`src/design/multi_fifo.sv`:
```
`timescale 1ns/1ps

module multi_fifo #(
  parameter type T     = logic [7:0],
  parameter int  M     = 1,
  parameter int  N     = 1,
  parameter int  DEPTH = 4,
  localparam int AFW   = (M > 1) ? M - 1 : 1,
  localparam int AEW   = (N > 1) ? N - 1 : 1
) (
  input  logic           clk,
  input  logic           rst_n,
  input  logic [M-1:0]   push,
  input  T     [M-1:0]   datain,
  input  logic [N-1:0]   pop,
  output T     [N-1:0]   dataout,
  output logic           full,
  output logic [AFW-1:0] almost_full,
  output logic           empty,
  output logic [AEW-1:0] almost_empty
);

  localparam int PW = (DEPTH > 1) ? $clog2(DEPTH) : 1;
  localparam int CW = $clog2(DEPTH + 1);

  T mem [DEPTH];

  logic [PW-1:0] wptr;
  logic [PW-1:0] rptr;
  logic [CW-1:0] count;
  logic [CW-1:0] free_cnt;
  logic [CW-1:0] push_cnt;
  logic [CW-1:0] pop_cnt;

  // Pointer step with wrap, DEPTH need not be a power of two
  function automatic logic [PW-1:0] ptr_add(input logic [PW-1:0] p, input int unsigned k);
    int unsigned sum;
    sum = (p + k) % DEPTH;
    return PW'(sum);
  endfunction

  // Push and pop patterns are contiguous from bit 0, so a count is enough
  always_comb begin
    push_cnt = '0;
    pop_cnt  = '0;
    for (int i = 0; i < M; i++) begin
      push_cnt = push_cnt + CW'(push[i]);
    end
    for (int i = 0; i < N; i++) begin
      pop_cnt = pop_cnt + CW'(pop[i]);
    end
  end

  always_ff @(posedge clk) begin
    if (!rst_n) begin
      wptr  <= '0;
      rptr  <= '0;
      count <= '0;
    end else begin
      wptr  <= ptr_add(wptr, push_cnt);
      rptr  <= ptr_add(rptr, pop_cnt);
      count <= count + push_cnt - pop_cnt;
    end
  end

  always_ff @(posedge clk) begin
    for (int i = 0; i < M; i++) begin
      if (push[i]) begin
        mem[ptr_add(wptr, i)] <= datain[i];
      end
    end
  end

  always_comb begin
    for (int i = 0; i < N; i++) begin
      dataout[i] = mem[ptr_add(rptr, i)];
    end
  end

  assign free_cnt = CW'(DEPTH) - count;
  assign full     = (count == CW'(DEPTH));
  assign empty    = (count == '0);

  // Bit j flags exactly j+1 free slots, or j+1 stored entries
  always_comb begin
    for (int j = 0; j < AFW; j++) begin
      almost_full[j] = (free_cnt == CW'(j + 1));
    end
    for (int j = 0; j < AEW; j++) begin
      almost_empty[j] = (count == CW'(j + 1));
    end
  end

endmodule

```
`config.mk`:
```
export PLATFORM = sky130hd
export DESIGN_NAME = multi_fifo
export DESIGN_NICKNAME = d
export VERILOG_FILES = /design/src/design/multi_fifo.sv
export SDC_FILE = /design/constraint.sdc
export NUM_CORES = 1
export LEC_CHECK = 0
export ABC_AREA = 1
export BUFFER_PORTS_ARGS = -buffer_cell sky130_fd_sc_hd__buf_2
export CORE_AREA = 5 5 66 68
export CTS_CLUSTER_SIZE = 20
export DETAILED_ROUTE_END_ITERATION = 7
export DIE_AREA = 0 0 71 73
export MAX_ROUTING_LAYER = met4
export REMOVE_ABC_BUFFERS = 1
export SYNTH_ARGS = -nofsm -noshare
export SYNTH_HDL_FRONTEND = slang
export SYNTH_SLANG_ARGS = --single-unit
```
`constraint.sdc`:
```
create_clock -name clk -period 1.65 [get_ports clk]
set_input_delay 0.33 -clock clk [delete_from_list [all_inputs] [get_ports clk]]
set_output_delay 0.33 -clock clk [all_outputs]
set_load 0.05 [all_outputs]
```
==> results_dict.tcl, run 1 <==
set metrics [dict create \
    final_nets 191 \
    finalPower_mw 2.47 \
    cap_viol_max_count 0 \
    route.detailed.drc 0 \
    rsz0062_at_grt "true" \
    fin_setup_tns_ps 0 \
    totalWireLength_microns 2950 \
    peakVddDrop_uv 662 \
    synth_cell_type_count 16 \
    crit_start "rptr[0]" \
    initial_core_util_pct 42.6 \
    grt_max_degree 16 \
    postSynthAreaPerCell_sq_um 11.9 \
    worstMarginPinSlew_ps 256 \
    viasPerCell 4.69 \
    first_global_vias 1041 \
    start_kind "register" \
    period_minus_slack_ps 1640 \
    syn_inst 136 \
    worst_r2r_path_depth 8 \
    timing.fmax_mhz 610 \
    grtUsageTotal_pct 12.7 \
    drive_gt1_share_pct 31.8 \
    crit_fanout 5 \
    h-tree-depth 2 \
    netlist_top_cells_area "edfxtp_1, dfxtp_1, nor2_1, o21ai_1, ha_1" \
    regToRegSetupSlack_ps 90 \
    clock-skew-final_ps 6.86 \
    r2r_end "count[2]" \
    synth_seq_area_share_pct 68.1 \
    ioPinCount 24 \
    r2r-start "count[0]" \
    placed_cell_area_sq_mm 0.00180 \
    status "completed" \
    grt_overflow 0 \
    synth_top_area_share_pct 59.4 \
    die_y_microns 73 \
    synth_area_sq_mm 0.00162 \
    place_congestion 0.731 \
    die-area_sq_mm 0.00518 \
    worst_slack_ps 9.48 \
    clkSinkCount 39 \
    clk_latency_ps 280 \
    fin_area_sq_mm 0.00202 \
    cts_root_buffer "clkbuf_8" \
    worstSetupEndpoint "dataout[1]" \
    gr-usage-met2_pct 22.5 \
    use_met3_pct 4.27 \
    clk_path_buf_depth 2 \
    ant_nets 0 \
    ys_seq_elements 39 \
    synth_warnings 0 \
    cts_hold_buf 0 \
    pwr_density_cell_mw_per_mm2 1220 \
    yosysTopAreaCell "edfxtp_1" \
    drt_iter0_markers 56 \
    grt_most_used_layer "met2" \
    slew_headroom_pct 83.0 \
    cts_tree "done" \
    hp-class "in -> reg" \
    antenna_found_initial 0 \
    worst_setup_path_end_kind "primary output" \
    cts_buffers 5 \
    critPathKind "reg -> out" \
    dp_slack_ps -16.2 \
    dr_total_vias 1045 \
    first_pass_iters 4 \
    die_w_microns 71 \
    finalSetupViolCount 0 \
    arrival_ps 1310 \
    io_buffers 23 \
    dpl.hpwl_microns 1950 \
    rows 23 \
    diodes 0 \
    p_leak_nw 0.812 \
    coreArea_sq_mm 0.00380 \
    n_fill_cell 349 \
    final.period_utilization_pct 99.4 \
    wl_per_cell_microns 13.2 \
    grt_pass1_wl_microns 4700 \
    required_ps 1320 \
    use_met1_pct 13.1 \
    finalMaxSlewViolations 0 \
    path_clk_slew_ps 70 \
    syn2layout_area_growth_pct 24.9 \
    fin_util_pct 53.2 \
    hold_viol 0 \
]
-- power breakdown --
| group | total, mW | leakage, nW | switching, mW | internal, mW |
|---|---|---|---|---|
| combinational | 0.692 | 0.416 | 0.450 | 0.242 |
| clock | 0.599 | 0.0422 | 0.303 | 0.296 |
| sequential | 1.18 | 0.354 | 0.0403 | 1.14 |
| total | 2.47 | 0.812 | 0.793 | 1.68 |
-- cells by family after synthesis --
family | Yosys count | synth area share [%]
AOI/OAI and AO/OA | 26 | 8.05
xor gates and xnor gates | 2 | 1.08
adders and majority gates | 7 | 5.88
buffers and inverters | 21 | 6.89
DFF | 39 | 68.1
and+or+nand+nor | 41 | 9.98
-- Yosys cell counts (all sizes together) --
cell and n:
fa 1, xnor2 2, dfxtp 7, inv 17
o21ai 24, buf 4, nor3 5, nand3 1
nor2 26, edfxtp 32, a21oi 2, ha 6
nand2 9
-- per-layer routing --
metal,wire length [microns],vias up
met1,1270,489
met4,21,0
met3,103,4
met2,1560,23
li1,-,529
met5,0,-
-- area by class of cell --
class | instances | area (sq um) | area share [%]
clock buffer | 7 | 76.3 | 3.78
multi-input combinational | 76 | 440 | 21.8
tap | 50 | 62.6 | 3.10
inverter | 17 | 68.8 | 3.41
clock inverter | 1 | 5.00 | 0.248
sequential | 39 | 1110 | 55.1
timing repair buffer | 33 | 254 | 12.6
-- cell usage in the layout (no fill, tap or decap), drive strengths merged --
cell type and instances:
ha 6, xnor2 2, buf 33, fa 1, clkbuf 7, nand2 9, a21oi 2, nor2 26
nor3 5, edfxtp 32, inv 17, dfxtp 7, o21ai 24, clkinv 1, nand3 1
-- per-stage QoR --
step / hold slack, ps / instances
finish: 256 / 223
global route: 244 / 223
CTS: 244 / 223
detailed placement: 546 / 212
global placement: 539 / 212
floorplan: 423 / 132
-- state kept, by name, summed over array words and instances (netlist names) --
register,count
rptr,2
mem,32
wptr,2
count,3
-- timing repair --
action | 4_1_cts | 5_1_grt
setup endpoints to repair | 9 | 10
resized for setup | 24 | 15
setup buffers | 3 | 0
pin swaps | 1 | 6
-- critical path, stage by stage (launching register included) --
cell	delay, ps
dfxtp_4	380
buf_4	150
a21oi_1	130
o21ai_1	70
o21ai_1	120
buf_6	190
-- worst min-delay path by stage --
| stage | startpoint | cells past startpoint | end |
|---|---|---|---|
| 6_report | datain[6] | 1 | mem[3][6] |
| 5_1_grt | datain[6] | 1 | mem[0][6] |
| 4_1_cts | datain[6] | 1 | mem[3][6] |
| 3_5_place_dp | datain[6] | 1 | mem[3][6] |
| 3_3_place_gp | wptr[1] | 2 | wptr[1] |
| 2_1_floorplan | rst_n | 2 | count[0] |
No activity file was read; power rests on OpenSTA's default activity.
==> inputs of run 2 (changes only) <==
Settings changed: PLACE_DENSITY from default to 0.71.
==> results_dict.tcl, run 2 (same netlist as run 1, synthesis figures left out) <==
set metrics [dict create \
    first_global_vias 1117 \
    cap_viol_max_count 0 \
    use_met3_pct 4.68 \
    cts_tree "done" \
    p_clk_share_pct 28.6 \
    die_w_microns 71 \
    switching_power_mw 0.806 \
    place_congestion 0.701 \
    timing.fmax_mhz 605 \
    hold_viol 0 \
    top_regs "mem (32), count (3)" \
    syn2layout_area_growth_pct 29.3 \
    die_y_microns 73 \
    totalWireLength_microns 3180 \
    rsz0062_at_grt "true" \
    required_ps 1320 \
    worst_setup_path_end_kind "primary output" \
    cts_buffers 5 \
    final_cell_mix "edfxtp_1, o21ai_1, nor2_1" \
    largest-register "mem" \
    clk_latency_ps 290 \
    p_leak_nw 0.845 \
    ant_nets 0 \
    regArea_sq_mm 0.00111 \
    ioPinCount 24 \
    worst_slack_ps -3.74 \
    coreArea_sq_mm 0.00380 \
    finalPower_mw 2.62 \
    clk_path_buf_depth 2 \
    slew_headroom_pct 83.0 \
    viasPerCell 4.72 \
    initial_core_util_pct 42.6 \
    final_cells 226 \
    grt_pass1_wl_microns 4930 \
    cts_root_buffer "clkbuf_8" \
    hold-worst-slack_ps 256 \
    violations "setup timing" \
    antenna_found_initial 0 \
    share_comb_of_total_power_pct 26.4 \
    fin_area_sq_mm 0.00209 \
    n_fill_cell 320 \
    path_clk_slew_ps 70 \
    dr_total_vias 1066 \
    placed_cells 211 \
    clkSinkCount 39 \
    final_common_cell "edfxtp_1" \
    wl_per_cell_microns 14.1 \
    peakVddDrop_uv 804 \
    dpl.hpwl_microns 2030 \
    io_buffers 23 \
    gr-usage-met2_pct 23.5 \
    arrival_ps 1320 \
    p_seq_share_pct 44.9 \
    period_minus_slack_ps 1650 \
    critPathKind "reg -> out" \
    first_pass_iters 4 \
    route.detailed.drc 0 \
    clock-skew-final_ps 4.44 \
    grt_most_used_layer "met2" \
    drive_gt1_share_pct 35.2 \
    swShare_pct 30.7 \
    die-area_sq_mm 0.00518 \
    crit_fanout 8 \
    final_nets 194 \
    grt_max_degree 15 \
    h-tree-depth 2 \
    use_met1_pct 14.1 \
    grtUsageTotal_pct 13.4 \
    start_kind "register" \
    finalMaxSlewViolations 0 \
    status "finished, violations left" \
    multi_input_area_sq_um 450 \
    hp-class "in -> reg" \
    drt_iter0_markers 63 \
    placed_cell_area_sq_mm 0.00179 \
    grt_overflow 0 \
    pwr_density_cell_mw_per_mm2 1260 \
    largest_reg_flops 32 \
    worstMarginPinSlew_ps 257 \
    rows 23 \
    diodes 0 \
    finalSetupViolCount 2 \
    intPower_mw 1.82 \
    final.period_utilization_pct 100 \
]
[run 2: critical path: stages, from the launching register on]
cell      delay [ps]
dfxtp_4          390
buf_12           150
clkinv_8          70
o21ai_1          180
o21ai_2           90
buf_6            150
[run 2: worst paths after layout]
check	slack, ps	to	cells after the start	startpoint
hold / removal	260	mem[0][6]	1	datain[6]
setup / recovery	-4	dataout[7]	5	rptr[0]
setup reg to reg	100	count[1]	7	count[0]
hold reg to reg	580	wptr[1]	2	wptr[1]
[run 2: power by group through the flow]
stage | Sequential, mW | Clock [mW] | Combinational (mW)
floorplan | 1.19 | 0 | 0.423
global placement | 1.19 | 0 | 0.552
detailed placement | 1.19 | 0 | 0.572
CTS | 1.17 | 0.761 | 0.647
global route | 1.19 | 0.815 | 0.760
finish | 1.18 | 0.751 | 0.694
[run 2: final cells by class]
cell class | count | area share (%)
multi-input combinational | 76 | 21.6
tap | 50 | 2.99
clock buffer | 5 | 3.29
inverter | 17 | 3.77
timing repair inverter | 1 | 0.299
timing repair buffer | 35 | 13.0
sequential | 39 | 53.2
clock inverter | 3 | 1.86
[run 2: repair_timing]
item / 4_1_cts / 5_1_grt
pin swaps: 1 / 8
hold buffers: 0 / 0
endpoints found under the setup margin: 9 / 10
resized for setup: 23 / 29
setup buffers: 3 / 1
gates cloned: 2 / 1
[run 2: routing by layer]
layer / wire length (microns) / part of all wire [%]
met5: 0 / 0
met4: 38 / 1.2
met3: 159 / 5.0
met2: 1670 / 53
met1: 1310 / 41
[run 2: metrics by stage]
stage          TNS, ps  worst slack, ps  util (%)
6_report         -7.06            -3.74      55.0
5_1_grt           -561            -80.4      55.0
4_1_cts          -7.58            -7.58      52.5
3_5_place_dp     -21.5            -21.5      47.2
3_3_place_gp         0             50.8      47.2
2_1_floorplan    -1590             -506         -
