<file path="config.mk">
export PLATFORM = sky130hd
export DESIGN_NAME = rvv_vrf_arbiter
export DESIGN_NICKNAME = d
export VERILOG_FILES = /design/src/common/rvv_uop_pkg.sv /design/src/vrf/rvv_vrf_arbiter.sv
export VERILOG_INCLUDE_DIRS = /design/src /design/src/common
export SDC_FILE = /design/constraint.sdc
export NUM_CORES = 1
export LEC_CHECK = 0
export BUFFER_PORTS_ARGS = -buffer_cell sky130_fd_sc_hd__buf_4
export CORE_AREA = 2 2 157 159
export CTS_CLUSTER_DIAMETER = 120
export DETAILED_ROUTE_END_ITERATION = 6
export DIE_AREA = 0 0 159 161
export GPL_TIMING_DRIVEN = 0
export MAX_ROUTING_LAYER = met4
export PLACE_DENSITY_LB_ADDON = 0.05
export REMOVE_ABC_BUFFERS = 1
export SLEW_MARGIN = 20
export SYNTH_ARGS = -nofsm -noshare
export SYNTH_HDL_FRONTEND = slang
export SYNTH_SLANG_ARGS = --single-unit
export TNS_END_PERCENT = 1
</file>
<file path="constraint.sdc">
create_clock -name clk -period 1.1 [get_ports clk]
set_input_delay 0.055 -clock clk [delete_from_list [all_inputs] [get_ports clk]]
set_output_delay 0.055 -clock clk [all_outputs]
set_load 0.01 [all_outputs]
</file>
<file path="src/common/rvv_config.svh">
`ifndef RVV_CONFIG_SVH
`define RVV_CONFIG_SVH

// Vector register width in bits
`define VLEN 128

// Architectural vector registers
`define NUM_VREG 32

// Instructions offered per cycle by the scalar core
`define ISSUE_LANE 2

// Queue depths
`define CQ_DEPTH 4
`define UQ_DEPTH 4

`define VREG_IDX_W 5

`endif

</file>
<file path="src/common/rvv_uop_pkg.sv">
`include "rvv_config.svh"

package rvv_uop_pkg;

  typedef logic [`VREG_IDX_W-1:0] vreg_idx_t;

  // Operations executed by the ALU
  typedef enum logic [2:0] {
    ALU_ADD = 3'd0,
    ALU_SUB = 3'd1,
    ALU_AND = 3'd2,
    ALU_OR  = 3'd3,
    ALU_XOR = 3'd4
  } alu_op_e;

  // Decoded micro-op
  // sew is log2 of the element size in bytes, always 0 to 2 here
  typedef struct packed {
    alu_op_e    op;
    vreg_idx_t  vs2;
    vreg_idx_t  vs1;
    vreg_idx_t  vd;
    logic [1:0] sew;
  } rvv_uop_t;

endpackage

</file>
<file path="src/vrf/rvv_vrf_arbiter.sv">
`timescale 1ns/1ps
`include "rvv_config.svh"

module rvv_vrf_arbiter (
  input  logic                   clk,
  input  logic                   rst_n,
  input  logic                   alu_req,
  input  rvv_uop_pkg::vreg_idx_t alu_vd,
  input  logic [`VLEN-1:0]       alu_data,
  input  logic                   load_valid,
  input  rvv_uop_pkg::vreg_idx_t load_vd,
  input  logic [`VLEN-1:0]       load_data,
  output logic                   alu_gnt,
  output logic                   load_gnt,
  output logic                   wr_en,
  output rvv_uop_pkg::vreg_idx_t wr_vd,
  output logic [`VLEN-1:0]       wr_data
);

  import rvv_uop_pkg::*;

  // Set when the load port took the last grant
  logic last_load;

  assign load_gnt = load_valid & (~alu_req | ~last_load);
  assign alu_gnt  = alu_req & (~load_valid | last_load);

  always_ff @(posedge clk) begin
    if (!rst_n) begin
      last_load <= 1'b0;
    end else if (load_gnt) begin
      last_load <= 1'b1;
    end else if (alu_gnt) begin
      last_load <= 1'b0;
    end
  end

  assign wr_en   = alu_gnt | load_gnt;
  assign wr_vd   = load_gnt ? load_vd : alu_vd;
  assign wr_data = load_gnt ? load_data : alu_data;

endmodule
</file>
==> results of run 1 <==
metal layers:
layer | global-route usage | wire [µm]
met2 | 0.220 | 8350
met1 | 0.108 | 5020
met4 | 0 | 0
met3 | 0.0254 | 1210
met5 | - | 0
worst paths after layout:
kind / endpoint / slack (ns) / depth (start not counted)
worst max-delay path: wr_data[32] / -0.49 / 6
worst min-delay path: last_load / 0.32 / 2
worst max register to register: last_load / 0.30 / 3
worst min register to register: last_load / 0.61 / 3
per-stage QoR:
| stage | cell area (µm²) | utilization | hold slack [ns] | instances |
|---|---|---|---|---|
| 2_1_floorplan | 1780 | - | 0.209 | 140 |
| 4_1_cts | 6080 | 0.254 | 0.326 | 891 |
| 5_1_grt | 6140 | 0.256 | 0.334 | 892 |
| 3_3_place_gp | 5230 | 0.218 | 0.333 | 869 |
| 3_5_place_dp | 5460 | 0.228 | 0.334 | 877 |
| 6_report | 6140 | 0.256 | 0.322 | 892 |
power groups by stage:
stage	registers (mW)	clock network [mW]	logic (mW)
6_report	0.0429	0	3.04
5_1_grt	0.0432	0	3.22
4_1_cts	0.0430	0	3.06
3_5_place_dp	0.0427	0	2.64
3_3_place_gp	0.0417	0	2.67
2_1_floorplan	0.0415	0	1.09
cells in the mapped netlist (all sizes together):
master	n
mux2	133
a21boi	2
buf	15
and2	1
nand2b	2
or2	1
dfxtp	1
worst max-delay path: cells and delay by family (launching register included):
family / cells / cell delay [ns]
buf+inv: 4 / 0.65
mux: 1 / 0.38
flops: 1 / 0.31
compound gates: 1 / 0.17
what timing repair did:
action                                  in CTS  in global routing
gates resized for setup                    112                 14
hold buffers                                 0                  0
setup buffers                               10                  1
gates cloned                                 4                  0
endpoints found under the setup margin     134                134
pin swaps                                    1                  1
final cells by class:
cell class,count,area [µm²]
Fill cell,2622,17800
Timing Repair Buffer,428,3790
Multi-Input combinational cell,139,1920
Tap cell,324,405
Sequential cell,1,21.3
logic make-up (layout without fill, tap and decap cells):
logic type | Yosys count | in the layout | share of synthesized area
compound gates | 2 | 2 | 0.00952
buf+inv | 15 | 428 | 0.0958
flops | 1 | 1 | 0.0102
mux | 133 | 133 | 0.872
simple gates | 4 | 4 | 0.0127
==> results.txt, run 1 <==
status: finished with violations
failing checks: negative setup slack
cell area power density: 502 nW/µm²
chip height: 161 µm
RePlAce Congestion: 0.748
Clock Latency Late Sink: 0 ns
critical path arrival: 1.53 ns
worst setup margin: -0.490 ns
PortBufs: 405
largest net degree at the start of global routing: 18
hold path startpoint: rst_n
Largest regs: last_load: 1 flops
Reg with most FFs: last_load
max reg flops: 1
net switching fraction of the power: 0.318
Iteration-0 DRC Markers: 51
Final period util: 1.45
Clock Power Share: 0
Hold Vio Cnt, Final: 0
Residual DRC: 0
cell area after synthesis: 1970 µm²
Die Span X: 159 µm
synth warn: 0
vias: 3053
CP most frequent cell: buf_4
initial core utilization: 0.0823
Die Area: 25600 µm²
worst min path class: in -> reg
f_max: 629 MHz
CP endpoint kind: output port
vias in the first global route: 3275
sequential power share: 0.014
sequential cell area fraction in the yosys report: 0.0102
Critical path origin: last_load
slowest stage delay, CP: 0.38 ns
Net Sw Power: 0.981 mW
layout cells sized above 1: 0.993
# setup viols final: 134
DP HPWL: 12600 µm
core area: 24000 µm²
WL per Instance: 16.3 µm
worst-path cell chain: a21boi_4 -> buf_12 -> buf_4 -> buf_16 -> mux2_2 -> buf_4
worst vdd ir: 182 µV
Setup WS pre-CTS: -1.14 ns
Area contributors post-synth: mux2_4, mux2_2, buf_12
Crit-path slowest cell: mux2_2
Int Power: 2.10 mW
cell taking the most area after synthesis: mux2_4
total grt overflow: 0
commonest non-fill, non-tap cell in the layout: buf_4
drt total wl: 14600 µm
Crit Path Class: reg -> out
fin. max-slew vios: 0
area grow syn2layout: 211%
worst-path maximum fanout: 17
Site Rows: 57
fin crit period: 1.59 ns
# diodes: 0
Final Skew: 0 ns
antenna-violating nets left: 0
CP Data Required Time: 1.04 ns
fin nets: 840
Pwr Total: 3.08 mW
I/O pin cnt: 406
global-route wire length before repair: 20600 µm
Comb pwr share: 0.986
area fraction of the dominant cell type after synthesis: 0.449
Max-cap violations: 0
Startpoint Class: flop
DR vias/cell: 3.42
worst rel slew slack: 0.827
Least-Margin Pin Slew: 0.259 ns
Synth Register Bits: 1
Lkg Pwr: 3.22 nW
GRT Total Usage: 0.107
commonest non-fill, non-tap cells in the layout: buf_4, mux2_4, buf_6
synthesized instance count: 155
Clock Pin Slew Worst Setup and Hold Paths: 0 ns
DRT Pass-1 Iters: 4
initial antenna violation count: 0
setup tns final: -48.88 ns
Crit Reg-Reg Startpoint: last_load
RSZ-0062 raised after global routing: yes
syn_area_per_cell: 12.7 µm²
distinct cell type count of the synthesized netlist: 13
Power figures use the tool's default switching activity.
==> inputs of run 2 (changes only) <==
--- a/config.mk
+++ b/config.mk
@@ -7,12 +7,11 @@
 export NUM_CORES = 1
 export LEC_CHECK = 0
 export BUFFER_PORTS_ARGS = -buffer_cell sky130_fd_sc_hd__buf_4
-export CORE_AREA = 2 2 157 159
+export CORE_AREA = 2 2 158 160
 export CTS_CLUSTER_DIAMETER = 120
 export DETAILED_ROUTE_END_ITERATION = 6
-export DIE_AREA = 0 0 159 161
+export DIE_AREA = 0 0 160 162
 export GPL_TIMING_DRIVEN = 0
-export MAX_ROUTING_LAYER = met4
 export PLACE_DENSITY_LB_ADDON = 0.05
 export REMOVE_ABC_BUFFERS = 1
 export SLEW_MARGIN = 20
==> constraint.sdc (replaced) <==
create_clock -name clk -period 1.9 [get_ports clk]
set_input_delay 0.285 -clock clk [delete_from_list [all_inputs] [get_ports clk]]
set_output_delay 0.285 -clock clk [all_outputs]
set_load 0.01 [all_outputs]
==> run 2 against run 1 <==
The run now ends clean. Combinational power decreased by 51%. Register-to-register slack improved by 0.86 ns. Die area is 1.3% higher. Clock skew unchanged. First-iteration DRC count is the same. Utilization shrank 2.8 points. Worst hold slack improved by 0.22 ns. Critical path depth is 1 higher. Via count fell by 5.0%. Design area decreased by 11%. Wire length fell by 14%. Critical path type is now in -> out.
==> results.txt, run 2 (synthesis results as in run 1) <==
status: complete, no violations
hold path startpoint: last_load
largest net degree at the start of global routing: 20 (+2)
worst min path class: reg -> reg
# setup viols final: 0 (-100%)
CP Data Required Time: 1.62 ns (+0.58 ns)
final core occ: 0.228 (-0.0284)
cell area power density: 276 nW/µm² (-45%)
DP HPWL: 11600 µm (-7.6%)
f_max: 542 MHz
commonest non-fill, non-tap cells in the layout: buf_4, mux2_2, mux2_4
Least-Margin Pin Slew: 0.161 ns (-0.0979 ns)
worst vdd ir: 126 µV (-31%)
GRT Total Usage: 0.0852 (-0.0220)
total grt overflow: 0 (unchanged)
Crit Reg-Reg Startpoint: last_load
PortBufs: 405 (unchanged)
Final period util: 0.971
# diodes: 0 (unchanged)
Iteration-0 DRC Markers: 51 (unchanged)
Critical path origin: load_valid
area grow syn2layout: 179%
Largest regs: last_load: 1 flops
DRT Pass-1 Iters: 4 (unchanged)
Crit Path Class: in -> out
Hold Vio Cnt, Final: 0 (unchanged)
fin area: 5490 µm² (-11%)
CP endpoint kind: output port
Clock Pin Slew Worst Setup and Hold Paths: 0 ns (unchanged)
worst setup margin: 0.0556 ns (+0.545 ns)
chip height: 162 µm (+0.62%)
R2R depth: 2 (-1)
fin. max-slew vios: 0 (unchanged)
commonest non-fill, non-tap cell in the layout: buf_4
Hold Buf Count CTS: 0 (unchanged)
vias in the first global route: 3014 (-8.0%)
RSZ-0062 raised after global routing: no
I/O pin cnt: 406 (unchanged)
antenna-violating nets left: 0 (unchanged)
Residual DRC: 0 (unchanged)
core area: 24100 µm² (+0.60%)
worst-path maximum fanout: 19 (+2)
worst hold stages: 2 (unchanged)
Site Rows: 57 (unchanged)
vias: 2900 (-5.0%)
Clock Latency Late Sink: 0 ns (unchanged)
Cells after DPL: 877 (unchanged)
Final Skew: 0 ns (unchanged)
initial antenna violation count: 0 (unchanged)
initial core utilization: 0.0818 (-0.000487)
setup tns final: 0 ns (+48.88 ns)
DR vias/cell: 3.29 (-3.9%)
RePlAce Congestion: 0.753 (+0.56%)
Finished Layout Cells: 882 (-1.1%)
WL per Instance: 14.2 µm (-13%)
Hold Slack: 0.541 ns (+0.219 ns)
fin crit period: 1.84 ns
drt total wl: 12500 µm (-14%)
Pwr Total: 1.52 mW (-51%)
max reg flops: 1 (unchanged)
Max-cap violations: 0 (unchanged)
critical path arrival: 1.56 ns (+0.03 ns)
layout cells sized above 1: 0.991 (-0.00192)
Lkg Pwr: 2.86 nW (-11%)
Die Span X: 160 µm (+0.63%)
placed inst area: 5460 µm² (unchanged)
Setup WS pre-CTS: -0.295 ns (+0.840 ns)
Startpoint Class: input port
fin nets: 830 (-1.2%)
Die Area: 25900 µm² (+1.3%)
global-route wire length before repair: 17500 µm (-15%)
Reg with most FFs: last_load
worst rel slew slack: 0.891 (+0.0643)
run 2: changes by cell type in the layout (fill, tap and decap cells not counted):
| cell | previous run | this run |
|---|---|---|
| dfxtp_1 | 0 | 1 |
| buf_4 | 332 | 410 |
| mux2_2 | 34 | 74 |
| buf_16 | 12 | 8 |
| buf_6 | 81 | 0 |
| dfxtp_2 | 1 | 0 |
| mux2_4 | 99 | 59 |
| buf_12 | 3 | 0 |
run 2: per-layer routing:
| metal | wire length [µm] | vias up | GRT usage |
|---|---|---|---|
| met5 | 0 | - | 0 |
| met1 | 3780 | 1324 | 0.0817 |
| li1 | - | 1396 | - |
| met3 | 976 | 2 | 0.0169 |
| met2 | 7700 | 178 | 0.191 |
| met4 | 40 | 0 | 0.00246 |
run 2: report_power, final:
group	switching, mW	internal (mW)
Sequential	0.00194	0.0230
Clock	0	0
Combinational	0.487	1.01
Total	0.488	1.03
run 2: final cells by class:
class                           instances  area [µm²]
Sequential cell                         1        20.0
Fill cell                            2715       18600
Tap cell                              324         405
Multi-Input combinational cell        139        1770
Timing Repair Buffer                  418        3300
run 2: worst max-delay path, stage by stage:
cell and delay, ns:
buf_4 0.09, a21boi_4 0.16, buf_4 0.15, buf_16 0.16
buf_16 0.18, mux2_2 0.35, buf_4 0.15
run 2: repair_timing:
item / in CTS / in global routing
buffers inserted: 5 / 0
gates resized for setup: 0 / 0
endpoints found under the setup margin: 128 / 0
run 2: worst paths after layout:
path / endpoint / slack (ns)
worst min-delay path: last_load / 0.54
worst min register to register: last_load / 0.54
worst max register to register: last_load / 1.16
worst max-delay path: wr_data[18] / 0.06
==> inputs of run 3 (changes only) <==
--- a/config.mk
+++ b/config.mk
@@ -12,6 +12,7 @@
 export DETAILED_ROUTE_END_ITERATION = 6
 export DIE_AREA = 0 0 160 162
 export GPL_TIMING_DRIVEN = 0
+export MAX_ROUTING_LAYER = met4
 export PLACE_DENSITY_LB_ADDON = 0.05
 export REMOVE_ABC_BUFFERS = 1
 export SLEW_MARGIN = 20
==> run 3 against run 2 <==
Combinational power about the same. Worst hold slack about the same. Sequential share of layout area unchanged. Sequential cell count stayed put. Final cell count is the same. Critical path depth unchanged. Highest routed layer unchanged. Via count about the same. Power about the same. Global-route usage up 0.26 points. Sequential power about the same. First-iteration DRC count grew 2.0%. Die area did not move.
==> results.txt, run 3 (synthesis results as in run 1) <==
Pwr Total: 1.52 mW (about the same)
Clock Pin Slew Worst Setup and Hold Paths: 0 ns (unchanged)
setup tns final: 0 ns (unchanged)
RSZ-0062 raised after global routing: no
fin area: 5490 µm² (unchanged)
cell area power density: 276 nW/µm² (about the same)
commonest non-fill, non-tap cells in the layout: buf_4, mux2_2, mux2_4
DP HPWL: 11600 µm (unchanged)
top routing layer in use: met4
# diodes: 0 (unchanged)
DR vias/cell: 3.29 (about the same)
hold path endpoint: last_load
Final period util: 0.970 (-0.00109)
Residual DRC: 0 (unchanged)
Crit Path Class: in -> out
chip height: 162 µm (unchanged)
fin crit period: 1.84 ns (-0.00208 ns)
Reg with most FFs: last_load
# setup viols final: 0 (unchanged)
Die Span X: 160 µm (unchanged)
drt total wl: 12500 µm (+0.10%)
status: complete, no violations
capturing point of the worst reg2reg path: last_load
total grt overflow: 0 (unchanged)
R2R setup slack: 1.16 ns (about the same)
hold path startpoint: last_load
Lkg Pwr: 2.86 nW (unchanged)
WL met2: 7690 µm (about the same)
worst vdd ir: 126 µV (+0.11%)
Startpoint Class: input port
filler cell count in the final layout: 2715 (unchanged)
Least-Margin Pin Slew: 0.162 ns (+0.000512 ns)
Crit-path slowest cell: mux2_2
commonest non-fill, non-tap cell in the layout: buf_4
Largest regs: last_load: 1 flops
wl on met1: 3900 µm (+3.2%)
Die Area: 25900 µm² (unchanged)
layout cells sized above 1: 0.991 (unchanged)
initial core utilization: 0.0818 (unchanged)
DRT Pass-1 Iters: 4 (unchanged)
routed wl met3: 869 µm (-11%)
Final Skew: 0 ns (unchanged)
core area: 24100 µm² (unchanged)
global-route wire length before repair: 17500 µm (about the same)
Hold Vio Cnt, Final: 0 (unchanged)
slowest stage delay, CP: 0.35 ns (about the same)
WL per Instance: 14.2 µm (+0.10%)
initial antenna violation count: 0 (unchanged)
area grow syn2layout: 179% (unchanged)
critical path arrival: 1.56 ns (about the same)
PortBufs: 405 (unchanged)
worst min path class: reg -> reg
placed inst area: 5460 µm² (unchanged)
worst rel slew slack: 0.891 (about the same)
f_max: 543 MHz (+0.11%)
Clock Latency Late Sink: 0 ns (unchanged)
final core occ: 0.228 (unchanged)
Iteration-0 DRC Markers: 52 (+2.0%)
Site Rows: 57 (unchanged)
RePlAce Congestion: 0.763 (+1.3%)
antenna-violating nets left: 0 (unchanged)
GRT Total Usage: 0.0877 (+0.00256)
worst-path maximum fanout: 19 (unchanged)
CP most frequent cell: buf_4
I/O pin cnt: 406 (unchanged)
CP Data Required Time: 1.62 ns (about the same)
largest net degree at the start of global routing: 20 (unchanged)
worst hold stages: 2 (unchanged)
Crit Reg-Reg Startpoint: last_load
R2R depth: 2 (unchanged)
vias in the first global route: 3020 (+0.20%)
fin nets: 830 (unchanged)
fin. max-slew vios: 0 (unchanged)
worst-path cell chain: buf_4 -> a21boi_4 -> buf_4 -> buf_16 -> buf_16 -> mux2_2 -> buf_4
max reg flops: 1 (unchanged)
Max-cap violations: 0 (unchanged)
vias: 2899 (-0.034%)
CP endpoint kind: output port
-- run 3: power breakdown --
part           internal, mW  switching (mW)  leakage [nW]  total [mW]
combinational          1.01           0.487          2.85        1.49
sequential           0.0230         0.00194       0.00832      0.0250
clock                     0               0             0           0
total                  1.03           0.489          2.86        1.52
-- run 3: layout make-up --
type	count	area, µm²	share of cell area
repair buffers	418	3300	0.600
well taps	324	405	0.0738
multi-input cells	139	1770	0.322
flip-flops and latches	1	20.0	0.00364
-- run 3: metal layers --
metal | vias to the layer above | track usage
met5 | - | -
met4 | 0 | 0.00246
met1 | 1324 | 0.0846
met2 | 178 | 0.191
li1 | 1395 | -
met3 | 2 | 0.0123
-- run 3: through the flow --
stage / setup WS (ns) / hold WS [ns] / instances
4_1_cts: 0.0583 / 0.555 / 882
3_3_place_gp: -6.36 / 0.491 / 869
5_1_grt: 0.00283 / 0.581 / 882
3_5_place_dp: -0.295 / 0.549 / 877
6_report: 0.0577 / 0.541 / 882
2_1_floorplan: -4.25 / 0.439 / 140
-- run 3: how the worst max path moves through the flow --
stage                     startpoint           to  slack (ns)  cells past startpoint
after floorplan            last_load   wr_data[0]       -4.25                      2
after global placement     last_load  wr_data[14]       -6.36                      3
after detailed placement     alu_req  wr_data[18]       -0.30                      6
after CTS                 load_valid  wr_data[18]        0.06                      7
after global routing      load_valid  wr_data[26]       0.003                      7
final                     load_valid  wr_data[18]        0.06                      7
-- run 3: what timing repair did --
action                                  CTS  global route
hold buffers                              0             0
setup buffers                             5             0
endpoints found under the hold margin     0             0
endpoints found under the setup margin  128             0
gates resized for setup                   0             0
-- run 3: critical path, delay by kind of cell --
kind,cells,cell delay [ns]
buffers and inverters,5,0.73
multiplexers,1,0.35
AO/OA/AOI/OAI,1,0.16
