### config.mk
export PLATFORM = sky130hd
export DESIGN_NAME = rvv_decode
export DESIGN_NICKNAME = d
export VERILOG_FILES = /design/src/common/rvv_isa_pkg.sv /design/src/common/rvv_uop_pkg.sv /design/src/design/rvv_decode.sv
export VERILOG_INCLUDE_DIRS = /design/src /design/src/common
export SDC_FILE = /design/constraint.sdc
export NUM_CORES = 1
export LEC_CHECK = 0
export ABC_AREA = 1
export BUFFER_PORTS_ARGS = -buffer_cell sky130_fd_sc_hd__buf_2
export CAP_MARGIN = 15
export CORE_AREA = 3 3 40 42
export DETAILED_ROUTE_END_ITERATION = 16
export DIE_AREA = 0 0 43 45
export PLACE_DENSITY = 0.67
export SYNTH_ARGS = -nofsm -noshare
export SYNTH_HDL_FRONTEND = slang
export SYNTH_SLANG_ARGS = --single-unit
### constraint.sdc
create_clock -name clk -period 0.8 [get_ports clk]
set_clock_uncertainty 0.1 [all_clocks]
set_input_delay 0.08 -clock clk [delete_from_list [all_inputs] [get_ports clk]]
set_output_delay 0.08 -clock clk [all_outputs]
set_load 0.005 [all_outputs]
### src/common/rvv_config.svh
`ifndef RVV_CONFIG_SVH
`define RVV_CONFIG_SVH

// Vector register width in bits
`define VLEN 128

// Architectural vector registers
`define NUM_VREG 32

// Instructions offered per cycle by the scalar core
`define ISSUE_LANE 2

// Queue depths
`define CQ_DEPTH 4
`define UQ_DEPTH 4

`define VREG_IDX_W 5

`endif

### src/common/rvv_isa_pkg.sv
`include "rvv_config.svh"

package rvv_isa_pkg;

  // Vector-vector integer opcodes, RVV funct6 encoding
  typedef enum logic [5:0] {
    F6_VADD = 6'b000000,
    F6_VSUB = 6'b000010,
    F6_VAND = 6'b001001,
    F6_VOR  = 6'b001010,
    F6_VXOR = 6'b001011
  } funct6_e;

  // Selected element width, value 3 is reserved
  typedef enum logic [1:0] {
    SEW_E8  = 2'd0,
    SEW_E16 = 2'd1,
    SEW_E32 = 2'd2
  } sew_e;

  // Command word as issued by the scalar core
  // funct6 and vsew stay raw so illegal encodings can still be carried
  typedef struct packed {
    logic                   rsvd;
    logic [5:0]             funct6;
    logic [`VREG_IDX_W-1:0] vs2;
    logic [`VREG_IDX_W-1:0] vs1;
    logic [`VREG_IDX_W-1:0] vd;
    logic [1:0]             vsew;
  } rvv_cmd_t;

endpackage

### src/common/rvv_uop_pkg.sv
`include "rvv_config.svh"

package rvv_uop_pkg;

  typedef logic [`VREG_IDX_W-1:0] vreg_idx_t;

  // Operations executed by the ALU
  typedef enum logic [2:0] {
    ALU_ADD = 3'd0,
    ALU_SUB = 3'd1,
    ALU_AND = 3'd2,
    ALU_OR  = 3'd3,
    ALU_XOR = 3'd4
  } alu_op_e;

  // Decoded micro-op
  // sew is log2 of the element size in bytes, always 0 to 2 here
  typedef struct packed {
    alu_op_e    op;
    vreg_idx_t  vs2;
    vreg_idx_t  vs1;
    vreg_idx_t  vd;
    logic [1:0] sew;
  } rvv_uop_t;

endpackage

### src/design/rvv_decode.sv
`timescale 1ns/1ps

module rvv_decode (
  input  logic                  clk,
  input  logic                  rst_n,
  input  rvv_isa_pkg::rvv_cmd_t cmd,
  input  logic                  cq_empty,
  output logic                  cq_pop,
  input  logic                  uq_full,
  output logic                  uq_push,
  output rvv_uop_pkg::rvv_uop_t uop
);

  import rvv_isa_pkg::*;
  import rvv_uop_pkg::*;

  logic    dec_en;
  logic    op_ok;
  logic    sew_ok;
  alu_op_e op;

  // Idle until the first cycle out of reset
  always_ff @(posedge clk) begin
    if (!rst_n) begin
      dec_en <= 1'b0;
    end else begin
      dec_en <= 1'b1;
    end
  end

  always_comb begin
    op_ok = 1'b1;
    op    = ALU_ADD;
    case (funct6_e'(cmd.funct6))
      F6_VADD: op = ALU_ADD;
      F6_VSUB: op = ALU_SUB;
      F6_VAND: op = ALU_AND;
      F6_VOR:  op = ALU_OR;
      F6_VXOR: op = ALU_XOR;
      default: op_ok = 1'b0;
    endcase
  end

  always_comb begin
    case (sew_e'(cmd.vsew))
      SEW_E8, SEW_E16, SEW_E32: sew_ok = 1'b1;
      default:                  sew_ok = 1'b0;
    endcase
  end

  // Illegal commands are still popped, they just never reach the uop queue
  assign cq_pop  = dec_en & ~cq_empty & ~uq_full;
  assign uq_push = cq_pop & op_ok & sew_ok;

  assign uop.op  = op;
  assign uop.vs2 = cmd.vs2;
  assign uop.vs1 = cmd.vs1;
  assign uop.vd  = cmd.vd;
  assign uop.sew = cmd.vsew;

endmodule

==> impl_summary.log, run 1 <==
INFO  metric crit_path_top_delay_cell = sky130_fd_sc_hd__dfxtp_1
INFO  metric timing_hold_violations_final = 0
INFO  metric clock_pin_slew_on_the_worst_setup_and_hold_paths = 0 ns
INFO  metric post_synth_top_area_cell = sky130_fd_sc_hd__buf_4
INFO  metric crit_required = 0.62 ns
INFO  metric stdcell_area = 280 um^2
INFO  metric multi_input_comb_area = 104 um^2
INFO  metric worstHoldPathType = in2out
INFO  metric final_ant_viol_nets = 0
INFO  metric synth.yosys.seq_area_share = 7.69%
INFO  metric firstDrtPassIters = 4
INFO  metric floorplan.initialDensity = 20.3%
INFO  metric worstSetupPathType = reg2out
INFO  metric io_port_bufs = 18
INFO  metric internal_power = 0.106 mW
INFO  metric critical_path.n_buffers_inverters = 1
INFO  metric grt_antenna_before_repair = 0
INFO  metric dpl_cell_area = 255 um^2
INFO  metric global_route.overflow_total = 0
INFO  metric die_width = 43 um
INFO  metric setup-violations-final = 2
INFO  metric largest_register_ffs = 1
INFO  metric slew-limit-headroom = 87.7%
INFO  metric antenna_diode_count = 0
INFO  metric registers.top_by_ff_count = dec_en
INFO  metric min_period_over_period = 109%
INFO  metric met3_length = 78 um
INFO  metric leakagePower = 0.144 nW
INFO  metric nets = 70
INFO  metric sw_power = 0.0457 mW
INFO  metric synth_cells = 38
INFO  metric arrival = 0.69 ns
INFO  metric routed-via-count = 199
INFO  metric final_cell_mix = sky130_fd_sc_hd__buf_2 (14), sky130_fd_sc_hd__inv_2 (3), sky130_fd_sc_hd__nand2_1 (3), sky130_fd_sc_hd__buf_6 (3)
INFO  metric syn-mean-instance-area = 6.85 um^2
INFO  metric max_freq = 1.15 GHz
INFO  metric cp_slowest_stage_delay = 0.28 ns
INFO  metric failed_checks = setup timing
INFO  metric swShare = 30.1%
INFO  metric top_layer_used = met3
INFO  metric layout_setup_ws = -0.0719 ns
INFO  metric end_kind = primary output
INFO  metric place_hpwl = 438 um
INFO  metric totalWireLength = 476 um
INFO  metric synth_area = 260 um^2
INFO  metric syn-num-nets = 66
INFO  metric cp_max_fo = 2
INFO  metric yosysUniqueCellTypes = 12
INFO  metric grt_setup_unrepaired = true
INFO  metric die_height = 45 um
INFO  metric layout_min_cycle_time = 0.872 ns
INFO  metric tightest_slew = 0.182 ns
INFO  metric cp_top_family = flip-flops
INFO  metric drt-initial-drc-count = 1
INFO  metric power_frac_seq = 35.8%
INFO  metric placeableCoreArea = 1280 um^2
INFO  metric gp_congestion = 0.568
INFO  metric drt_drc_violations_left = 0
INFO  metric num_io_pins = 50
INFO  metric rows = 13
INFO  metric drive_gt1_share = 75.0%
INFO  metric clock_power_share = 0%
INFO  metric grt_first_pass_wirelength = 710 um
INFO  metric grt_util_all_layers = 4.40%
INFO  metric critPathLaunchType = flop
INFO  metric largest_net_degree_at_the_start_of_global_routing = 5
INFO  metric avgViaCountPerCell = 3.62
INFO  metric most_frequent_cell_on_critical_path = sky130_fd_sc_hd__nand2_1
INFO  metric run_status = finished, violations left
INFO  metric vdd_ir_drop_max = 0.257 mV
INFO  metric timing.final.max_slew_violations = 0
INFO  metric power = 0.152 mW
INFO  metric met1Wirelength = 196 um
INFO  metric final.fill_count = 147
INFO  metric register_area = 20.0 um^2
INFO  metric max_cap_violations = 0
INFO  metric power_frac_comb = 64.2%
INFO  metric detail_route.wl_per_cell = 8.65 um
INFO  metric cts_post_setup_buffers_inserted = 0
INFO  metric dominant_cells_by_area_after_synthesis = sky130_fd_sc_hd__buf_4 (49%), sky130_fd_sc_hd__nor2_4 (8.7%), sky130_fd_sc_hd__dfxtp_1 (7.7%), sky130_fd_sc_hd__nor4_2 (4.8%), sky130_fd_sc_hd__inv_1 (4.3%)
INFO  metric die-area = 1940 um^2
INFO  metric areaGrowthSynthToFinish = 7.69%
INFO  metric yosysWarningCount = 0
INFO  metric cp_cell_sequence = nand2_1 -> nor2_2 -> nand2_1 -> a21oi_2 -> buf_2
INFO  metric synth_seq_cells = 1
INFO  metric first_global_vias = 169
INFO  metric reg_top3 = dec_en (1)
INFO  metric power_per_cell_area = 541 nW/um^2
INFO  metric synth.top_cell.area_share = 49.0%
INFO  metric routed-wl-met2 = 202 um
INFO  metric layout.cells.most_common = sky130_fd_sc_hd__buf_2
-- area by class of cell --
type | instances | area share, %
inverters | 5 | 6.70
multi-input cells | 15 | 37.1
flip-flops and latches | 1 | 7.14
well taps | 15 | 6.70
repair buffers | 19 | 42.4
-- stage by stage --
stage	hold WS [ns]	utilization (%)	setup slack, ns	TNS [ns]	instances
after floorplan	0.00772	-	0.00335	0	38
after global placement	0.0600	19.9	-0.0775	-0.165	55
after detailed placement	0.0600	19.9	-0.0851	-0.170	55
after CTS	0.0600	21.3	-0.0853	-0.116	55
after global routing	0.0600	21.8	-0.140	-0.246	55
final	0.0600	21.8	-0.0719	-0.0862	55
-- timing repair --
| item | 4_1_cts | 5_1_grt |
|---|---|---|
| gates resized for setup | 5 | 1 |
| pin swaps | 3 | 2 |
| setup endpoints to repair | 3 | 3 |
| hold buffers | 0 | 0 |
-- layer usage --
metal  global-route usage, %  vias to the layer above
met5                       0                        -
met1                    5.97                       81
met4                       0                        0
li1                        -                      104
met2                    7.19                       14
met3                    1.59                        0
-- power by group through the flow --
stage                     Clock [mW]  Combinational, mW  Sequential [mW]
after floorplan                    0              0.101           0.0541
after global placement             0             0.0851           0.0541
after detailed placement           0             0.0857           0.0543
after CTS                          0             0.0958           0.0543
after global routing               0              0.108           0.0543
final                              0             0.0974           0.0542
-- synth_stat cells (all sizes together) --
library cell,n
nand3,3
buf,17
a21oi,2
inv,5
nor4,1
dfxtp,1
nor2,5
nand2,4
-- cell families after synthesis --
| logic type | count (synthesis) | synth area share, % |
|---|---|---|
| AOI/OAI and AO/OA | 2 | 3.85 |
| and+or+nand+nor | 13 | 32.2 |
| buffers and inverters | 22 | 56.2 |
| DFF | 1 | 7.69 |
-- path summary, 6_finish.rpt --
path | start | end | slack, ns | cells after the start
max | dec_en | uq_push | -0.07 | 5
min | cmd[16] | uop[16] | 0.06 | 0
Note: power is estimated with default switching activity, not from simulation.
==> run 2, diff against run 1 <==
--- a/config.mk
+++ b/config.mk
@@ -6,13 +6,11 @@
 export SDC_FILE = /design/constraint.sdc
 export NUM_CORES = 1
 export LEC_CHECK = 0
-export ABC_AREA = 1
 export BUFFER_PORTS_ARGS = -buffer_cell sky130_fd_sc_hd__buf_2
 export CAP_MARGIN = 15
 export CORE_AREA = 3 3 40 42
 export DETAILED_ROUTE_END_ITERATION = 16
 export DIE_AREA = 0 0 43 45
-export PLACE_DENSITY = 0.67
 export SYNTH_ARGS = -nofsm -noshare
 export SYNTH_HDL_FRONTEND = slang
 export SYNTH_SLANG_ARGS = --single-unit
==> run 2 against run 1 <==
Against the previous run:
- the flow still finishes with violations (setup timing)
- worst setup slack got worse by 0.046 ns
- combinational power fell by 8.8%
- via count fell by 15%
- flip-flop and latch count did not move
- first-iteration DRC count fell by 100%
- die area did not move
- cell area fell by 4.9%
- core utilization fell by 1.1 points
- largest cell class unchanged
- highest routed layer unchanged
==> impl_summary.log, run 2 <==
INFO  metric most_instantiated_library_cell_after_synthesis = sky130_fd_sc_hd__buf_4
INFO  metric gp_congestion = 0.762
INFO  metric crit_required = 0.62 ns
INFO  metric totalWireLength = 421 um
INFO  metric post_layout_nonfiller_instances = 46
INFO  metric nets = 61
INFO  metric cell_count_after_placement = 45
INFO  metric die_height = 45 um
INFO  metric post_synth_top_area_cell = sky130_fd_sc_hd__buf_4
INFO  metric final.fill_count = 144
INFO  metric routed-via-count = 169
INFO  metric layout_setup_ws = -0.117 ns
INFO  metric grt_setup_unrepaired = true
INFO  metric largest_net_degree_at_the_start_of_global_routing = 5
INFO  metric register_area = 20.0 um^2
INFO  metric synth-simple-area-share = 24.3%
INFO  metric tightest_slew = 0.167 ns
INFO  metric antenna_diode_count = 0
INFO  metric grt_first_pass_wirelength = 572 um
INFO  metric yosys_most_used_dff = sky130_fd_sc_hd__dfxtp_1
INFO  metric avgViaCountPerCell = 3.67
INFO  metric first_global_vias = 147
INFO  metric drt_drc_violations_left = 0
INFO  metric timing.final.max_slew_violations = 0
INFO  metric worstHoldPathType = in2out
INFO  metric worstSetupPathType = in2out
INFO  metric synthArstFlopShare = 0%
INFO  metric combinational_family_with_the_most_area_after_synthesis = buffers and inverters
INFO  metric arrival = 0.74 ns
INFO  metric max_freq = 1.09 GHz
INFO  metric synth_mux_area_share = 0%
INFO  metric synth.yosys.seq_area_share = 8.84%
INFO  metric rows = 13
INFO  metric holdCritStartpoint = cmd[10]
INFO  metric yosysUniqueCellTypes = 11
INFO  metric drive_gt1_share = 83.9%
INFO  metric multi_input_comb_area = 97.6 um^2
INFO  metric grt_antenna_before_repair = 0
INFO  metric critPathLaunch = cmd[19]
INFO  metric dominant_cells_by_area_after_synthesis = sky130_fd_sc_hd__buf_4 (56%), sky130_fd_sc_hd__dfxtp_1 (8.8%), sky130_fd_sc_hd__a221oi_2 (6.6%), sky130_fd_sc_hd__and3_1 (5.5%), sky130_fd_sc_hd__and3b_2 (4.4%)
INFO  metric yosys-top-cells-count = sky130_fd_sc_hd__buf_4 (17), sky130_fd_sc_hd__and3_1 (2)
INFO  metric power_per_cell_area = 536 nW/um^2
INFO  metric syn-mean-instance-area = 8.09 um^2
INFO  metric registers.top_by_ff_count = dec_en
INFO  metric end_kind = primary output
INFO  metric yosysWarningCount = 0
INFO  metric synth_area = 226 um^2
INFO  metric global_route.overflow_total = 0
INFO  metric synth_seq_cells = 1
INFO  metric setup_slack_placement = -0.173 ns
INFO  metric setup-violations-final = 4
INFO  metric final_cell_mix = sky130_fd_sc_hd__buf_2 (14), sky130_fd_sc_hd__buf_4 (3), sky130_fd_sc_hd__and3_1 (2), sky130_fd_sc_hd__buf_6 (2)
INFO  metric slew-limit-headroom = 88.8%
INFO  metric die_width = 43 um
INFO  metric firstDrtPassIters = 1
INFO  metric reg_top3 = dec_en (1)
INFO  metric die-area = 1940 um^2
INFO  metric vdd_ir_drop_max = 0.102 mV
INFO  metric final_ant_viol_nets = 0
INFO  metric grt_util_all_layers = 3.48%
INFO  metric run_status = finished, violations left
INFO  metric layout_min_cycle_time = 0.917 ns
INFO  metric placeableCoreArea = 1280 um^2
INFO  metric leakagePower = 0.149 nW
INFO  metric synth_compound_area_share = 6.63%
INFO  metric cp_max_fo = 4
INFO  metric syn-num-nets = 56
INFO  metric io_port_bufs = 18
INFO  metric synth.top_cell.area_share = 56.4%
INFO  metric areaGrowthSynthToFinish = 17.7%
INFO  metric min_period_over_period = 115%
INFO  metric drt-initial-drc-count = 0
INFO  metric largest_register_ffs = 1
INFO  metric synth-edff-count = 0
INFO  metric max_cap_violations = 0
INFO  metric layout.cells.most_common = sky130_fd_sc_hd__buf_2
INFO  metric adder_cell_share_of_the_synthesized_area = 0%
INFO  metric power = 0.143 mW
INFO  metric detail_route.wl_per_cell = 9.15 um
INFO  metric floorplan.initialDensity = 17.6%
INFO  metric num_io_pins = 50
INFO  metric synth_cells = 28
INFO  metric critPathLaunchType = primary input
INFO  metric failed_checks = setup timing
INFO  metric timing_hold_violations_final = 0
INFO  metric synth-xor-area-share = 3.87%
## run 2: cell types whose count changed after synthesis, sizes merged, moves of 2 or more
cell   change
a21oi      -2
and3       +2
inv        -5
nand2      -4
nand3      -3
nor2       -4
## run 2: final timing paths
path,end,slack [ns],cells past startpoint
min,uop[10],0.06,0
max,uop[19],-0.12,5
## run 2: what timing repair did
action	4_1_cts	5_1_grt
hold buffers	0	0
setup endpoints to repair	4	4
gates resized for setup	9	1
hold endpoints to repair	0	0
buffers inserted	1	0
pin swaps	3	1
## run 2: metal layers
metal,up-vias,wire length [um],track usage [%]
li1,83,-,-
met2,13,212,6.59
met1,73,108,3.33
met4,0,0,0.602
met3,0,100,1.99
met5,-,0,0
## run 2: metrics by stage
stage	instance area, um^2	utilization (%)	hold slack, ns	setup TNS (ns)
global route	267	20.7	0.0600	-0.538
global placement	220	17.1	0.0600	-0.630
detailed placement	220	17.1	0.0600	-0.565
CTS	264	20.5	0.0600	-0.389
floorplan	231	-	0.00772	-0.0216
finish	267	20.7	0.0600	-0.393
## run 2: logic make-up (layout without fill, tap and decap cells)
family,after synthesis,count (layout)
compound gates,1,1
xor+xnor,1,1
buf+inv,17,20
flops,1,1
simple gates,8,8
## run 2: final cells by class
class / instances / share of cell area [%]
multi-input cells: 10 / 36.6
flip-flops and latches: 1 / 7.51
well taps: 15 / 7.04
repair buffers: 20 / 48.8
## run 2: where the power goes
group	switching [mW]	total, mW	leakage [nW]	internal, mW
Sequential	0.000465	0.0540	0.00844	0.0536
Clock	0	0	0	0
Combinational	0.0319	0.0888	0.140	0.0569
Total	0.0324	0.143	0.149	0.110
## run 2: worst max-delay path, cell delays in order
cell	delay [ns]
sky130_fd_sc_hd__buf_6	0.09
sky130_fd_sc_hd__nor3_2	0.15
sky130_fd_sc_hd__buf_4	0.13
sky130_fd_sc_hd__and4_4	0.19
sky130_fd_sc_hd__buf_6	0.09
==> run 3, diff against run 2 <==
--- a/config.mk
+++ b/config.mk
@@ -7,10 +7,11 @@
 export NUM_CORES = 1
 export LEC_CHECK = 0
 export BUFFER_PORTS_ARGS = -buffer_cell sky130_fd_sc_hd__buf_2
-export CAP_MARGIN = 15
+export CAP_MARGIN = 5
 export CORE_AREA = 3 3 40 42
 export DETAILED_ROUTE_END_ITERATION = 16
 export DIE_AREA = 0 0 43 45
+export SKIP_CTS_REPAIR_TIMING = 1
 export SYNTH_ARGS = -nofsm -noshare
 export SYNTH_HDL_FRONTEND = slang
 export SYNTH_SLANG_ARGS = --single-unit
==> run 3 against run 2 <==
Against the previous run:
- the run still ends with setup timing left
- core utilization is 0.58 points lower
- worst setup slack lost 0.0016 ns
- routed wire length is 1.7% lower
- flip-flop and latch count did not move
- via count decreased by 1.2%
- hold slack stayed put
- global-route usage down 0.25 points
- critical path depth unchanged
- sequential share of layout area grew 0.22 points
- largest cell class unchanged
- highest routed layer unchanged
==> impl_summary.log, run 3 (synthesized netlist as in run 2, its figures left out) <==
INFO  metric areaGrowthSynthToFinish = 14.4%
INFO  metric die-area = 1940 um^2
INFO  metric worstSetupPathType = in2out
INFO  metric largest_net_degree_at_the_start_of_global_routing = 6
INFO  metric grt_setup_unrepaired = true
INFO  metric floorplan.initialDensity = 17.6%
INFO  metric final_cell_mix = sky130_fd_sc_hd__buf_2 (14), sky130_fd_sc_hd__and3_1 (2), sky130_fd_sc_hd__buf_4 (2), sky130_fd_sc_hd__buf_6 (2)
INFO  metric max_cap_violations = 0
INFO  metric end_kind = primary output
INFO  metric stdcell_area = 259 um^2
INFO  metric detail_route.wl_per_cell = 9.20 um
INFO  metric layout_min_cycle_time = 0.919 ns
INFO  metric max_freq = 1.09 GHz
INFO  metric run_status = finished, violations left
INFO  metric grt_first_pass_wirelength = 538 um
INFO  metric drt_drc_violations_left = 0
INFO  metric tightest_slew = 0.166 ns
INFO  metric gp_congestion = 0.762
INFO  metric io_port_bufs = 18
INFO  metric postLayoutCoreUtil = 20.2%
INFO  metric multi_input_comb_area = 97.6 um^2
INFO  metric totalWireLength = 414 um
INFO  metric first_global_vias = 135
INFO  metric routed-via-count = 167
INFO  metric failed_checks = setup timing
INFO  metric layout.cells.most_common = sky130_fd_sc_hd__buf_2
INFO  metric critPathLaunchType = primary input
INFO  metric min_period_over_period = 115%
INFO  metric registers.top_by_ff_count = dec_en
INFO  metric antenna_diode_count = 0
INFO  metric power_per_cell_area = 539 nW/um^2
INFO  metric register_area = 20.0 um^2
INFO  metric leakagePower = 0.144 nW
INFO  metric setup-violations-final = 4
INFO  metric firstDrtPassIters = 1
INFO  metric drive_gt1_share = 83.3%
INFO  metric grt_antenna_before_repair = 0
INFO  metric final_ant_viol_nets = 0
INFO  metric dpl_cell_area = 220 um^2
INFO  metric layout_setup_ws = -0.119 ns
INFO  metric arrival = 0.74 ns
INFO  metric nets = 60
INFO  metric placeableCoreArea = 1280 um^2
INFO  metric timing.final.max_slew_violations = 0
INFO  metric rows = 13
INFO  metric die_width = 43 um
INFO  metric global_route.overflow_total = 0
INFO  metric grt_util_all_layers = 3.23%
INFO  metric vdd_ir_drop_max = 0.102 mV
INFO  metric drt-initial-drc-count = 0
INFO  metric timing_hold_violations_final = 0
INFO  metric reg_top3 = dec_en (1)
INFO  metric largest_register_ffs = 1
INFO  metric crit_required = 0.62 ns
INFO  metric die_height = 45 um
INFO  metric avgViaCountPerCell = 3.71
INFO  metric cp_max_fo = 4
INFO  metric worstHoldPathType = in2out
INFO  metric final.fill_count = 142
INFO  metric num_io_pins = 50
INFO  metric slew-limit-headroom = 88.9%
-- run 3: cell count changes in the layout (fill, tap and decap cells not counted), sizes merged --
cell,delta
buf,-1
-- run 3: area by class of cell --
cell class / count / share of cell area, %
timing repair buffer: 19 / 47.3
multi-input combinational: 10 / 37.7
sequential: 1 / 7.73
tap: 15 / 7.25
-- run 3: through the flow --
stage / cells / setup TNS [ns] / setup WS (ns) / hold slack, ns / power, mW
final: 45 / -0.396 / -0.119 / 0.0600 / 0.140
after global routing: 45 / -0.526 / -0.147 / 0.0600 / 0.147
after CTS: 45 / -0.566 / -0.173 / 0.0600 / 0.123
after detailed placement: 45 / -0.565 / -0.173 / 0.0600 / 0.123
after floorplan: 28 / -0.0216 / -0.0216 / 0.00772 / 0.142
after global placement: 45 / -0.630 / -0.191 / 0.0600 / 0.122
-- run 3: worst max-delay path, stage by stage --
cell	delay (ns)
sky130_fd_sc_hd__buf_6	0.09
sky130_fd_sc_hd__nor3_2	0.15
sky130_fd_sc_hd__buf_4	0.14
sky130_fd_sc_hd__and4_4	0.19
sky130_fd_sc_hd__buf_6	0.09
-- run 3: layer usage --
metal  part of all wire (%)  global-route usage (%)  wire, um  vias up
li1                       -                       -         -       81
met1                     26                    3.10       109       73
met3                     24                    1.99        99        0
met2                     49                    5.99       204       13
met5                      0                       0         0        -
met4                      0                   0.602         0        0
-- run 3: path summary, 6_finish.rpt --
kind                  startpoint       to  cells after the start
worst max-delay path     cmd[19]  uop[19]                      5
worst min-delay path     cmd[10]  uop[10]                      0
-- run 3: where the power goes --
| part | switching [mW] | internal [mW] | total, mW |
|---|---|---|---|
| sequential | 0.000467 | 0.0536 | 0.0540 |
| clock | 0 | 0 | 0 |
| combinational | 0.0315 | 0.0540 | 0.0855 |
